<file path="src/fd_cfg_pkg.sv">
package fd_cfg_pkg;

    // output ports behind the decoder
    localparam int unsigned NUM_PORTS = 4;

    // port i answers to LABEL_BASE + i
    localparam logic [7:0] LABEL_BASE = 8'h01;

    // reserved labels, never routed
    localparam logic [7:0] LABEL_END  = 8'hff;
    localparam logic [7:0] LABEL_NONE = 8'hfe;

    // queue fill level above which ECN gets marked
    localparam logic [31:0] CONGEST_THRESHOLD = 32'd3000;
    localparam logic [7:0]  ECN_CONGESTED     = 8'h01;

    // da, da/sa, sa, lt/ecn/label
    localparam int unsigned HDR_WORDS = 4;

endpackage

</file>
<file path="src/fd_types_pkg.sv">
package fd_types_pkg;

    // one 32-bit stream word, keep contiguous from byte 0
    typedef struct packed {
        logic [31:0] data;
        logic [3:0]  keep;
        logic        last;
    } fd_beat_t;

    // decoded frame header
    typedef struct packed {
        logic [47:0] da;
        logic [47:0] sa;
        logic [15:0] length_type;
        logic [7:0]  ecn;
        logic [7:0]  label;
    } fd_header_t;

    // one-hot output port select
    typedef logic [fd_cfg_pkg::NUM_PORTS-1:0] port_sel_t;

    // fill level per output queue
    typedef logic [fd_cfg_pkg::NUM_PORTS-1:0][31:0] queue_level_t;

endpackage

</file>
<file path="src/fd_byte_realigner.sv">
`timescale 1ns/10ps

module fd_byte_realigner (
    input  logic                   glb_clk,
    input  logic                   glb_areset_n,
    input  fd_types_pkg::fd_beat_t pay_beat,
    input  logic                   pay_valid,
    output logic                   pay_ready,
    output logic [7:0]             l0,
    output logic                   l0_valid,
    output fd_types_pkg::fd_beat_t al_beat,
    output logic                   al_valid,
    input  logic                   al_ready,
    input  logic                   frame_done
);
    import fd_types_pkg::*;

    logic [23:0] hold_data;
    logic [2:0]  hold_keep;
    logic        flush_pend;
    logic        tail_done;
    logic        out_free;
    logic        pay_fire;

    assign out_free  = !al_valid || al_ready;
    assign pay_ready = out_free && !flush_pend && !tail_done;
    assign pay_fire  = pay_valid && pay_ready;

    always_ff @(posedge glb_clk or negedge glb_areset_n)
    begin
        if (!glb_areset_n)
        begin
            l0_valid   <= 1'b0;
            al_valid   <= 1'b0;
            flush_pend <= 1'b0;
            tail_done  <= 1'b0;
        end
        else if (frame_done)
        begin
            l0_valid   <= 1'b0;
            al_valid   <= 1'b0;
            flush_pend <= 1'b0;
            tail_done  <= 1'b0;
        end
        else if (out_free)
        begin
            if (flush_pend)
            begin
                al_valid   <= 1'b1;
                flush_pend <= 1'b0;
                tail_done  <= 1'b1;
            end
            else if (pay_fire)
            begin
                l0_valid <= 1'b1;
                if (!l0_valid)
                begin
                    // single-beat payload goes out right away
                    al_valid  <= pay_beat.last;
                    tail_done <= pay_beat.last;
                end
                else
                begin
                    al_valid <= 1'b1;
                    if (pay_beat.last)
                    begin
                        tail_done  <= (pay_beat.keep == 4'h1);
                        flush_pend <= (pay_beat.keep != 4'h1);
                    end
                end
            end
            else
                al_valid <= 1'b0;
        end
    end

    always_ff @(posedge glb_clk)
    begin
        if (out_free && flush_pend)
            al_beat <= '{data: {8'h00, hold_data}, keep: {1'b0, hold_keep}, last: 1'b1};
        else if (pay_fire)
        begin
            hold_data <= pay_beat.data[31:8];
            hold_keep <= pay_beat.keep[3:1];
            if (!l0_valid)
            begin
                l0 <= pay_beat.data[7:0];
                // keep of zero marks an empty payload to the egress
                al_beat <= '{data: {8'h00, pay_beat.data[31:8]},
                             keep: {1'b0, pay_beat.keep[3:1]},
                             last: 1'b1};
            end
            else
                al_beat <= '{data: {pay_beat.data[7:0], hold_data},
                             keep: 4'hf,
                             last: pay_beat.last && (pay_beat.keep == 4'h1)};
        end
    end

endmodule

</file>
<file path="src/fd_egress_sequencer.sv">
`timescale 1ns/10ps

module fd_egress_sequencer (
    input  logic                     glb_clk,
    input  logic                     glb_areset_n,
    input  fd_types_pkg::fd_header_t route_hdr,
    input  logic                     route_valid,
    input  logic [7:0]               l0,
    input  logic                     l0_valid,
    input  fd_types_pkg::fd_beat_t   al_beat,
    input  logic                     al_valid,
    output logic                     al_ready,
    output fd_types_pkg::fd_beat_t   m_beat,
    output logic                     m_valid,
    input  logic                     m_ready,
    output logic                     frame_done
);
    import fd_cfg_pkg::*;
    import fd_types_pkg::*;

    logic        busy;
    logic [2:0]  hcnt;
    logic        out_free;
    logic        start;
    logic        in_hdr;
    logic        hdr_last;
    logic [31:0] hdr_word;

    assign out_free   = !m_valid || m_ready;
    assign frame_done = m_valid && m_ready && m_beat.last;
    assign start      = !busy && route_valid && l0_valid;
    assign in_hdr     = busy && out_free && (hcnt < 3'(HDR_WORDS));
    // empty payload, so word 3 closes the frame
    assign hdr_last   = (hcnt == 3'(HDR_WORDS - 1)) && al_valid && (al_beat.keep == 4'h0);
    assign al_ready   = busy && out_free && !frame_done
                        && ((hcnt == 3'(HDR_WORDS)) || hdr_last);

    always_comb
    begin
        case (hcnt[1:0])
            2'd0:    hdr_word = route_hdr.da[31:0];
            2'd1:    hdr_word = {route_hdr.sa[15:0], route_hdr.da[47:32]};
            2'd2:    hdr_word = route_hdr.sa[47:16];
            default: hdr_word = {l0, route_hdr.ecn, route_hdr.length_type};
        endcase
    end

    always_ff @(posedge glb_clk or negedge glb_areset_n)
    begin
        if (!glb_areset_n)
        begin
            m_valid <= 1'b0;
            busy    <= 1'b0;
            hcnt    <= 3'd0;
        end
        else if (frame_done)
        begin
            m_valid <= 1'b0;
            busy    <= 1'b0;
            hcnt    <= 3'd0;
        end
        else if (start || in_hdr)
        begin
            m_valid <= 1'b1;
            busy    <= 1'b1;
            hcnt    <= hcnt + 3'd1;
        end
        else if (busy && out_free)
            m_valid <= al_valid;
    end

    always_ff @(posedge glb_clk)
    begin
        if (start || in_hdr)
            m_beat <= '{data: hdr_word, keep: 4'hf, last: hdr_last};
        else if (al_ready && al_valid)
            m_beat <= al_beat;
    end

    a_stall_stable: assert property (@(posedge glb_clk) disable iff (!glb_areset_n)
        m_valid && !m_ready |=> m_valid && $stable(m_beat));

endmodule

</file>
<file path="src/fd_header_parser.sv">
`timescale 1ns/10ps

module fd_header_parser (
    input  logic                    glb_clk,
    input  logic                    glb_areset_n,
    input  fd_types_pkg::fd_beat_t  s_beat,
    input  logic                    s_valid,
    output logic                    s_ready,
    output fd_types_pkg::fd_beat_t  pay_beat,
    output logic                    pay_valid,
    input  logic                    pay_ready,
    output fd_types_pkg::fd_header_t hdr,
    output logic                    hdr_valid,
    input  logic                    frame_done
);
    import fd_cfg_pkg::*;
    import fd_types_pkg::*;

    typedef enum logic [1:0] {
        PH_HDR,
        PH_PAY,
        PH_WAIT
    } phase_t;

    phase_t     phase;
    logic [1:0] wcnt;
    logic       s_fire;

    assign s_ready   = (phase == PH_HDR) || ((phase == PH_PAY) && pay_ready);
    assign s_fire    = s_valid && s_ready;
    assign pay_valid = (phase == PH_PAY) && s_valid;
    assign pay_beat  = s_beat;

    always_ff @(posedge glb_clk or negedge glb_areset_n)
    begin
        if (!glb_areset_n)
        begin
            phase     <= PH_HDR;
            wcnt      <= 2'd0;
            hdr_valid <= 1'b0;
        end
        else
        begin
            hdr_valid <= 1'b0;
            case (phase)
                PH_HDR:
                begin
                    if (s_fire)
                    begin
                        wcnt <= wcnt + 2'd1;
                        if (wcnt == 2'(HDR_WORDS - 1))
                        begin
                            phase     <= PH_PAY;
                            hdr_valid <= 1'b1;
                        end
                    end
                end
                PH_PAY:
                begin
                    if (s_fire && s_beat.last) phase <= PH_WAIT;
                end
                PH_WAIT:
                begin
                    // hold off the next frame until egress is through
                    if (frame_done) phase <= PH_HDR;
                end
                default: phase <= PH_HDR;
            endcase
        end
    end

    // header words land straight in their fields
    always_ff @(posedge glb_clk)
    begin
        if (s_fire && (phase == PH_HDR))
        begin
            case (wcnt)
                2'd0: hdr.da[31:0] <= s_beat.data;
                2'd1:
                begin
                    hdr.da[47:32] <= s_beat.data[15:0];
                    hdr.sa[15:0]  <= s_beat.data[31:16];
                end
                2'd2: hdr.sa[47:16] <= s_beat.data;
                default:
                begin
                    hdr.length_type <= s_beat.data[15:0];
                    hdr.ecn         <= s_beat.data[23:16];
                    hdr.label       <= s_beat.data[31:24];
                end
            endcase
        end
    end

    a_keep_contiguous: assert property (@(posedge glb_clk) disable iff (!glb_areset_n)
        s_valid && s_ready |-> s_beat.keep inside {4'h1, 4'h3, 4'h7, 4'hf});

endmodule

</file>
<file path="src/fd_port_router.sv">
`timescale 1ns/10ps

module fd_port_router (
    input  logic                       glb_clk,
    input  logic                       glb_areset_n,
    input  fd_types_pkg::queue_level_t queue_level,
    input  fd_types_pkg::fd_header_t   hdr,
    input  logic                       hdr_valid,
    input  logic                       frame_done,
    output fd_types_pkg::fd_header_t   route_hdr,
    output logic                       route_valid,
    output fd_types_pkg::port_sel_t    port_sel
);
    import fd_cfg_pkg::*;
    import fd_types_pkg::*;

    port_sel_t sel_next;
    logic      congested;

    // reserved and unknown labels match no port
    always_comb
    begin
        sel_next  = '0;
        congested = 1'b0;
        for (int i = 0; i < NUM_PORTS; i++)
        begin
            if (hdr.label == LABEL_BASE + 8'(i))
            begin
                sel_next[i] = 1'b1;
                congested   = queue_level[i] > CONGEST_THRESHOLD;
            end
        end
    end

    always_ff @(posedge glb_clk or negedge glb_areset_n)
    begin
        if (!glb_areset_n)
        begin
            route_valid <= 1'b0;
            port_sel    <= '0;
        end
        else if (hdr_valid)
        begin
            route_valid <= 1'b1;
            port_sel    <= sel_next;
        end
        else if (frame_done)
        begin
            route_valid <= 1'b0;
            port_sel    <= '0;
        end
    end

    always_ff @(posedge glb_clk)
    begin
        if (hdr_valid)
        begin
            route_hdr     <= hdr;
            route_hdr.ecn <= congested ? ECN_CONGESTED : hdr.ecn;
        end
    end

    a_sel_onehot: assert property (@(posedge glb_clk) disable iff (!glb_areset_n)
        $onehot0(port_sel) && (route_valid || (port_sel == '0)));

endmodule

</file>
<file path="src/frame_decoder.sv">
`timescale 1ns/10ps

module frame_decoder (
    input  logic                       glb_clk,
    input  logic                       glb_areset_n,
    input  fd_types_pkg::fd_beat_t     s_beat,
    input  logic                       s_valid,
    output logic                       s_ready,
    output fd_types_pkg::fd_beat_t     m_beat,
    output logic                       m_valid,
    input  logic                       m_ready,
    output fd_types_pkg::port_sel_t    port_sel,
    input  fd_types_pkg::queue_level_t queue_level
);
    import fd_types_pkg::*;

    fd_beat_t   pay_beat;
    logic       pay_valid;
    logic       pay_ready;
    fd_header_t hdr;
    logic       hdr_valid;
    fd_header_t route_hdr;
    logic       route_valid;
    logic [7:0] l0;
    logic       l0_valid;
    fd_beat_t   al_beat;
    logic       al_valid;
    logic       al_ready;
    logic       frame_done;

    fd_header_parser u_parser (
        .glb_clk      (glb_clk),
        .glb_areset_n (glb_areset_n),
        .s_beat       (s_beat),
        .s_valid      (s_valid),
        .s_ready      (s_ready),
        .pay_beat     (pay_beat),
        .pay_valid    (pay_valid),
        .pay_ready    (pay_ready),
        .hdr          (hdr),
        .hdr_valid    (hdr_valid),
        .frame_done   (frame_done)
    );

    fd_port_router u_router (
        .glb_clk      (glb_clk),
        .glb_areset_n (glb_areset_n),
        .queue_level  (queue_level),
        .hdr          (hdr),
        .hdr_valid    (hdr_valid),
        .frame_done   (frame_done),
        .route_hdr    (route_hdr),
        .route_valid  (route_valid),
        .port_sel     (port_sel)
    );

    fd_byte_realigner u_realigner (
        .glb_clk      (glb_clk),
        .glb_areset_n (glb_areset_n),
        .pay_beat     (pay_beat),
        .pay_valid    (pay_valid),
        .pay_ready    (pay_ready),
        .l0           (l0),
        .l0_valid     (l0_valid),
        .al_beat      (al_beat),
        .al_valid     (al_valid),
        .al_ready     (al_ready),
        .frame_done   (frame_done)
    );

    fd_egress_sequencer u_egress (
        .glb_clk      (glb_clk),
        .glb_areset_n (glb_areset_n),
        .route_hdr    (route_hdr),
        .route_valid  (route_valid),
        .l0           (l0),
        .l0_valid     (l0_valid),
        .al_beat      (al_beat),
        .al_valid     (al_valid),
        .al_ready     (al_ready),
        .m_beat       (m_beat),
        .m_valid      (m_valid),
        .m_ready      (m_ready),
        .frame_done   (frame_done)
    );

endmodule

</file>
<file path="config.mk">
export PLATFORM = sky130hd
export DESIGN_NAME = frame_decoder
export DESIGN_NICKNAME = d
export VERILOG_FILES = /design/src/fd_cfg_pkg.sv /design/src/fd_types_pkg.sv /design/src/fd_byte_realigner.sv /design/src/fd_egress_sequencer.sv /design/src/fd_header_parser.sv /design/src/fd_port_router.sv /design/src/frame_decoder.sv
export SDC_FILE = /design/constraint.sdc
export NUM_CORES = 1
export LEC_CHECK = 0
export ABC_AREA = 0
export BUFFER_PORTS_ARGS = -buffer_cell sky130_fd_sc_hd__buf_2
export CELL_PAD_IN_SITES_DETAIL_PLACEMENT = 1
export CELL_PAD_IN_SITES_GLOBAL_PLACEMENT = 2
export CORE_AREA = 2 2 176 178
export CTS_BUF_LIST = sky130_fd_sc_hd__clkbuf_2
export CTS_CLUSTER_DIAMETER = 150
export DETAILED_ROUTE_END_ITERATION = 12
export DIE_AREA = 0 0 178 180
export GPL_ROUTABILITY_DRIVEN = 0
export PLACE_DENSITY = 0.86
export RECOVER_POWER = 100
export SYNTH_ARGS = -nofsm -noshare
export SYNTH_HDL_FRONTEND = slang
export SYNTH_SLANG_ARGS = --single-unit
</file>
<file path="constraint.sdc">
create_clock -name glb_clk -period 7.03 [get_ports glb_clk]
set_input_delay 1.406 -clock glb_clk [delete_from_list [all_inputs] [get_ports glb_clk]]
set_output_delay 1.406 -clock glb_clk [all_outputs]
set_load 0.02 [all_outputs]
</file>
==> run metrics, run 1 <==
outcome=complete, but fails checks; failing checks=max-capacitance violations, max-slew violations; final net count=1256; Synth area leaders=edfxtp_1 75%, dfrtp_1 3.5%, a222oi_1 2.3%; # IOs=212; worst hold slack=350 ps; clock network power share=22.9%; Setup crit start kind=flop; largest net degree at the start of global routing=80; minimum clock period=5650 ps; CP required=5620 ps; clk slew on worst S/H paths=120 ps; post-CTS sizing=0; Fmax=177 MHz; Core ar.=30200 sq um; clk buf depth=3; Hold Buf Count CTS=0; first-pass iteration count of the detailed router=8; Synth Instances=801; WP data arrival=4240 ps; routed len/inst=22.0 um; H-tree depth=3; Post-CTS Setup Bufs=0; Psw=0.00209 W; die width=178 um; Crit Path Class=flop to output pin; Slew @ Worst Pin=2920 ps; Via density=5.54; total power=0.00612 W; Synth top area share=75.1%; first-pass GRT wire length=50600 um; DP HPWL=21300 um; register area share after synthesis=80.7%; Mapped Nets=981; layout cells sized above 1=24.8%; PwrDens=386 nW/um^2; Post-synth EDFFs=343; Clock Latency Late Sink=920 ps; Initial DRC Count=530; TritonCTS Buffers=89; Die Height=180 um; root buffer cell=clkbuf_2; critical path fanouts, max=33; drt total wl=33800 um; RSZ-0062 raised after global routing=no; Synth area leader=edfxtp_1; Static Leak=5.64 nW; Area growth, synth to finish=15.7%; Slew headroom=-95.9%; Initial Util=45.4%; switch share=34.2%; CTS tree=done; Ys Warns=0; top_reg_cell synth=edfxtp_1; Setup TNS=0 ps; die area=32000 sq um; Placed Cells=1381; layout filler cell count=3041; Mapped Area=13700 sq um; final worst path period share=80.4%; # port buffers=211; vias in the first global route=9241; setup violators final=0; Routed Antenna Nets=0; part of the power in combinational logic=23.8%; Max IR drop VDD=0.000214 V; Pint=0.00402 W; GR Util All Layers=21.2%; global route overflow=0; distinct cell type count after synthesis=55; Site Rows=64; initial antenna violation count=1; Clock Skew=134 ps; clock sink count=376; Hold WC Path Type=flop to flop; final hold vios=0; drt drc=0; final non-filler cell total=1541; Worst setup EP type=output pin; DR vias=8533; max-capacitance violation count=15; register share of total power=53.3%; asr flop ratio synth=5.05%; Syn Area/Cell=17.1 sq um; number of synthesized register bits=376; Max Transition Viols Final=544
## worst paths after layout
kind	from	endpoint	slack (ps)	cells after the start
worst max register to register	u_egress.hcnt[0]	u_egress.m_beat[6]	1440	7
max in group asynchronous	glb_areset_n	u_realigner.al_valid	5690	1
worst min register to register	u_parser.hdr[40]	u_router.route_hdr[40]	350	0
worst min-delay path	u_parser.hdr[40]	u_router.route_hdr[40]	350	0
min in group asynchronous	glb_areset_n	u_egress.hcnt[0]	680	1
worst max-delay path	u_egress.hcnt[0]	s_ready	1380	7
## area by class of cell
cell class / count / area (sq um) / share of cell area (%)
Multi-Input combinational cell: 374 / 2430 / 15.3
Antenna cell: 1 / 2.50 / 0.0158
Clock inverter: 34 / 201 / 1.27
Clock buffer: 125 / 626 / 3.95
Inverter: 12 / 45.0 / 0.284
Sequential cell: 376 / 11100 / 69.7
Timing Repair Buffer: 223 / 1010 / 6.34
Tap cell: 396 / 495 / 3.12
## layer usage
layer  routed length, um  global-route usage [%]  vias to the layer above
li1                    -                       -                     3822
met1               12700                    24.8                     4241
met2               18000                    38.3                      412
met3                2370                    4.42                       58
met4                 752                    7.61                        0
met5                   0                       0                        -
## critical path, cell delays in order (launching register included)
cell	delay [ps]
dfrtp_1	440
inv_1	130
ha_1	1360
a32o_1	330
a21boi_0	290
or3_1	410
a21oi_1	150
clkbuf_1	240
## cells by family (layout without fill, tap and decap cells)
group	count (synthesis)	in the layout	synth area share (%)
mux	6	6	0.438
simple gates	169	169	6.18
compound gates	186	186	9.97
flops	376	376	80.7
other cells	0	1	0
fa+ha+maj	11	11	1.00
xor+xnor	2	2	0.128
buf+inv	51	394	1.62
## power groups by stage
stage                     Combinational (W)  Sequential (W)  Clock, W
after CTS                           0.00152         0.00324   0.00144
final                               0.00146         0.00326   0.00140
after detailed placement            0.00151         0.00328         0
after global placement              0.00145         0.00325         0
after floorplan                    0.000808         0.00337         0
after global routing                0.00159         0.00330   0.00155
## sequential cells by signal, indices dropped and copies added (netlist names), 2 cells and up
| name | cells |
|---|---|
| u_realigner.al_beat | 37 |
| u_egress.hcnt | 3 |
| u_parser.wcnt | 2 |
| u_realigner.l0 | 8 |
| u_router.port_sel | 4 |
| u_router.route_hdr | 120 |
| u_realigner.hold_keep | 3 |
| u_parser.phase | 2 |
| u_realigner.hold_data | 24 |
| u_egress.m_beat | 37 |
| u_parser.hdr | 128 |
## per-stage QoR
stage,instance area [sq um],util (%),worst slack (ps)
after floorplan,13700,-,3160
after global placement,15200,50.3,3050
after detailed placement,15200,50.3,3000
after CTS,16000,53.1,2210
after global routing,15900,52.5,1070
final,15900,52.5,1380
## cell usage after synthesis, drive strengths merged (12+ instances only)
cell and number:
nand2 53, a222oi 32, clkbuf 24, a21oi 46
nor4 21, o21ai 17, a22o 32, dfxtp 14
nand3 12, buf 15, nor2 49, dfrtp 19
o22ai 36, inv 12, edfxtp 343
## placed cells by master (no fill, tap or decap), drive strengths merged, types with 3 or more instances in the layout
master / synthesis / routed
a211oi: 3 / 3
a22o: 32 / 32
a222oi: 32 / 32
and2: 5 / 5
o21ai: 17 / 17
ha: 11 / 11
a21oi: 46 / 46
edfxtp: 343 / 343
nand2: 53 / 53
o22ai: 36 / 36
nand2b: 3 / 3
dfrtp: 19 / 19
buf: 15 / 132
clkbuf: 24 / 216
nand4: 4 / 4
inv: 12 / 14
clkinv: 0 / 29
nand3: 12 / 12
nor2: 49 / 49
nor3b: 4 / 4
nor4: 21 / 21
mux2i: 6 / 6
or3: 3 / 3
dfxtp: 14 / 14
a31oi: 3 / 3
nor3: 3 / 3
(Power assumes the default switching activity.)
==> run 2, diff against run 1 <==
CORE_AREA = 2 2 182 184   (was 2 2 176 178)
DIE_AREA = 0 0 184 186   (was 0 0 178 180)
PLACE_DENSITY = 0.82   (was 0.86)
clock period = 5.3 ns   (was 7.03 ns; I/O delays follow)
==> run metrics, run 2 (synthesis gave the netlist of run 1 again) <==
DR vias=8452; Psw=0.00278 W; first-pass iteration count of the detailed router=6; clock sink count=376; minimum clock period=4320 ps; drt total wl=33000 um; R2R Path Start=u_egress.hcnt[1]; Setup crit start kind=flop; post-CTS sizing=0; max reg flops=128; PwrDens=512 nW/um^2; final net count=1256; failing checks=max-capacitance violations, max-slew violations; # IOs=212; critical path fanouts, max=38; Pint=0.00536 W; Post-CTS Setup Bufs=0; Top Layer Used=met4; Crit Path Class=flop to flop; Initial DRC Count=624; outcome=complete, but fails checks; TritonCTS Buffers=90; DP Area=15200 sq um; worst hold slack=334 ps; Hold Buf Count CTS=0; Max IR drop VDD=0.000253 V; Design Area, Final=15900 sq um; RSZ-0062 raised after global routing=no; clock network power share=23.3%; die area=34200 sq um; layout cells sized above 1=25.6%; Setup TNS=0 ps; setup violators final=0; clk slew on worst S/H paths=110 ps; CP required=5870 ps; WP data arrival=4890 ps; Area growth, synth to finish=15.9%; Hold WC Path Type=primary input to async pin; DRT met1 WL=13200 um; Site Rows=66; Static Leak=5.67 nW; global route overflow=0; max-capacitance violation count=11; part of the power in combinational logic=23.5%; Via density=5.44; CTS tree=done; Reg2Reg Depth=7; DP HPWL=20500 um; metal2 WL=16500 um; Core ar.=32200 sq um; die width=184 um; drt drc=0; GR Util All Layers=19.4%; initial antenna violation count=1; Largest Register=u_parser.hdr; root buffer cell=clkbuf_2; Largest regs=u_parser.hdr: 128 flops, u_router.route_hdr: 120 flops; Clock Skew=96.5 ps; H-tree depth=3; layout filler cell count=3286; Max Transition Viols Final=434; Clock Latency Late Sink=940 ps; switch share=34.2%; largest net degree at the start of global routing=76; register share of total power=53.3%; commonest cells after routing, fill and taps aside=343 x edfxtp_1, 132 x buf_2, 127 x clkbuf_2; reg-to-reg setup timing slack=980 ps; final non-filler cell total=1554; Slew @ Worst Pin=3420 ps; clk buf depth=3; Die Height=186 um; vias in the first global route=8910; Slew headroom=-128%; # port buffers=211; met3 routed WL=2380 um; commonest non-fill, non-tap cell in the layout=edfxtp_1; first-pass GRT wire length=49100 um; Initial Util=42.6%; Placed Cells=1392; final hold vios=0; Crit. Startpoint=u_egress.hcnt[1]; Worst setup EP type=flop; routed len/inst=21.2 um; final worst path period share=81.5%; Routed Antenna Nets=0; r2r endpoint=u_egress.m_beat[34]; Fmax=232 MHz
-- run 2: worst max-delay path by stage --
stage,to,slack [ps]
after global routing,u_egress.m_beat[28],710
after CTS,s_ready,1360
after floorplan,u_router.port_sel[1],1930
after global placement,u_realigner.al_beat[16],1840
final,u_egress.m_beat[34],980
after detailed placement,u_realigner.al_beat[10],1770
-- run 2: power by group through the flow --
stage	sequential, W	clock [W]	combinational, W
6_report	0.00434	0.00189	0.00191
5_1_grt	0.00439	0.00211	0.00209
4_1_cts	0.00432	0.00196	0.00198
3_5_place_dp	0.00438	0	0.00197
3_3_place_gp	0.00435	0	0.00190
2_1_floorplan	0.00447	0	0.00107
-- run 2: cell type report --
class	count	area [sq um]	share of cell area [%]
Timing Repair Buffer	222	1010	6.36
Clock inverter	35	216	1.36
Inverter	12	45.0	0.283
Sequential cell	376	11100	69.6
Tap cell	408	510	3.21
Multi-Input combinational cell	374	2420	15.2
Antenna cell	1	2.50	0.0157
Clock buffer	126	631	3.97
-- run 2: metal layers --
metal / GRT usage (%) / up-vias
met2: 33.4 / 389
met1: 23.5 / 4177
met4: 8.67 / 0
met5: 0 / -
li1: - / 3828
met3: 4.15 / 58
-- run 2: worst max-delay path, cell delays in order (launching register included) --
cell and delay, ps:
dfrtp_1 450, ha_1 220, ha_1 210, a32o_1 300, nand3_2 80, clkbuf_1 1530, nand2_1 720, buf_4 490
-- run 2: metrics by stage --
step	total power, W	setup slack [ps]	utilization (%)
after floorplan	0.00554	1930	-
after detailed placement	0.00635	1770	47.2
after CTS	0.00826	1360	49.9
after global routing	0.00859	706	49.3
final	0.00814	982	49.3
after global placement	0.00624	1840	47.2
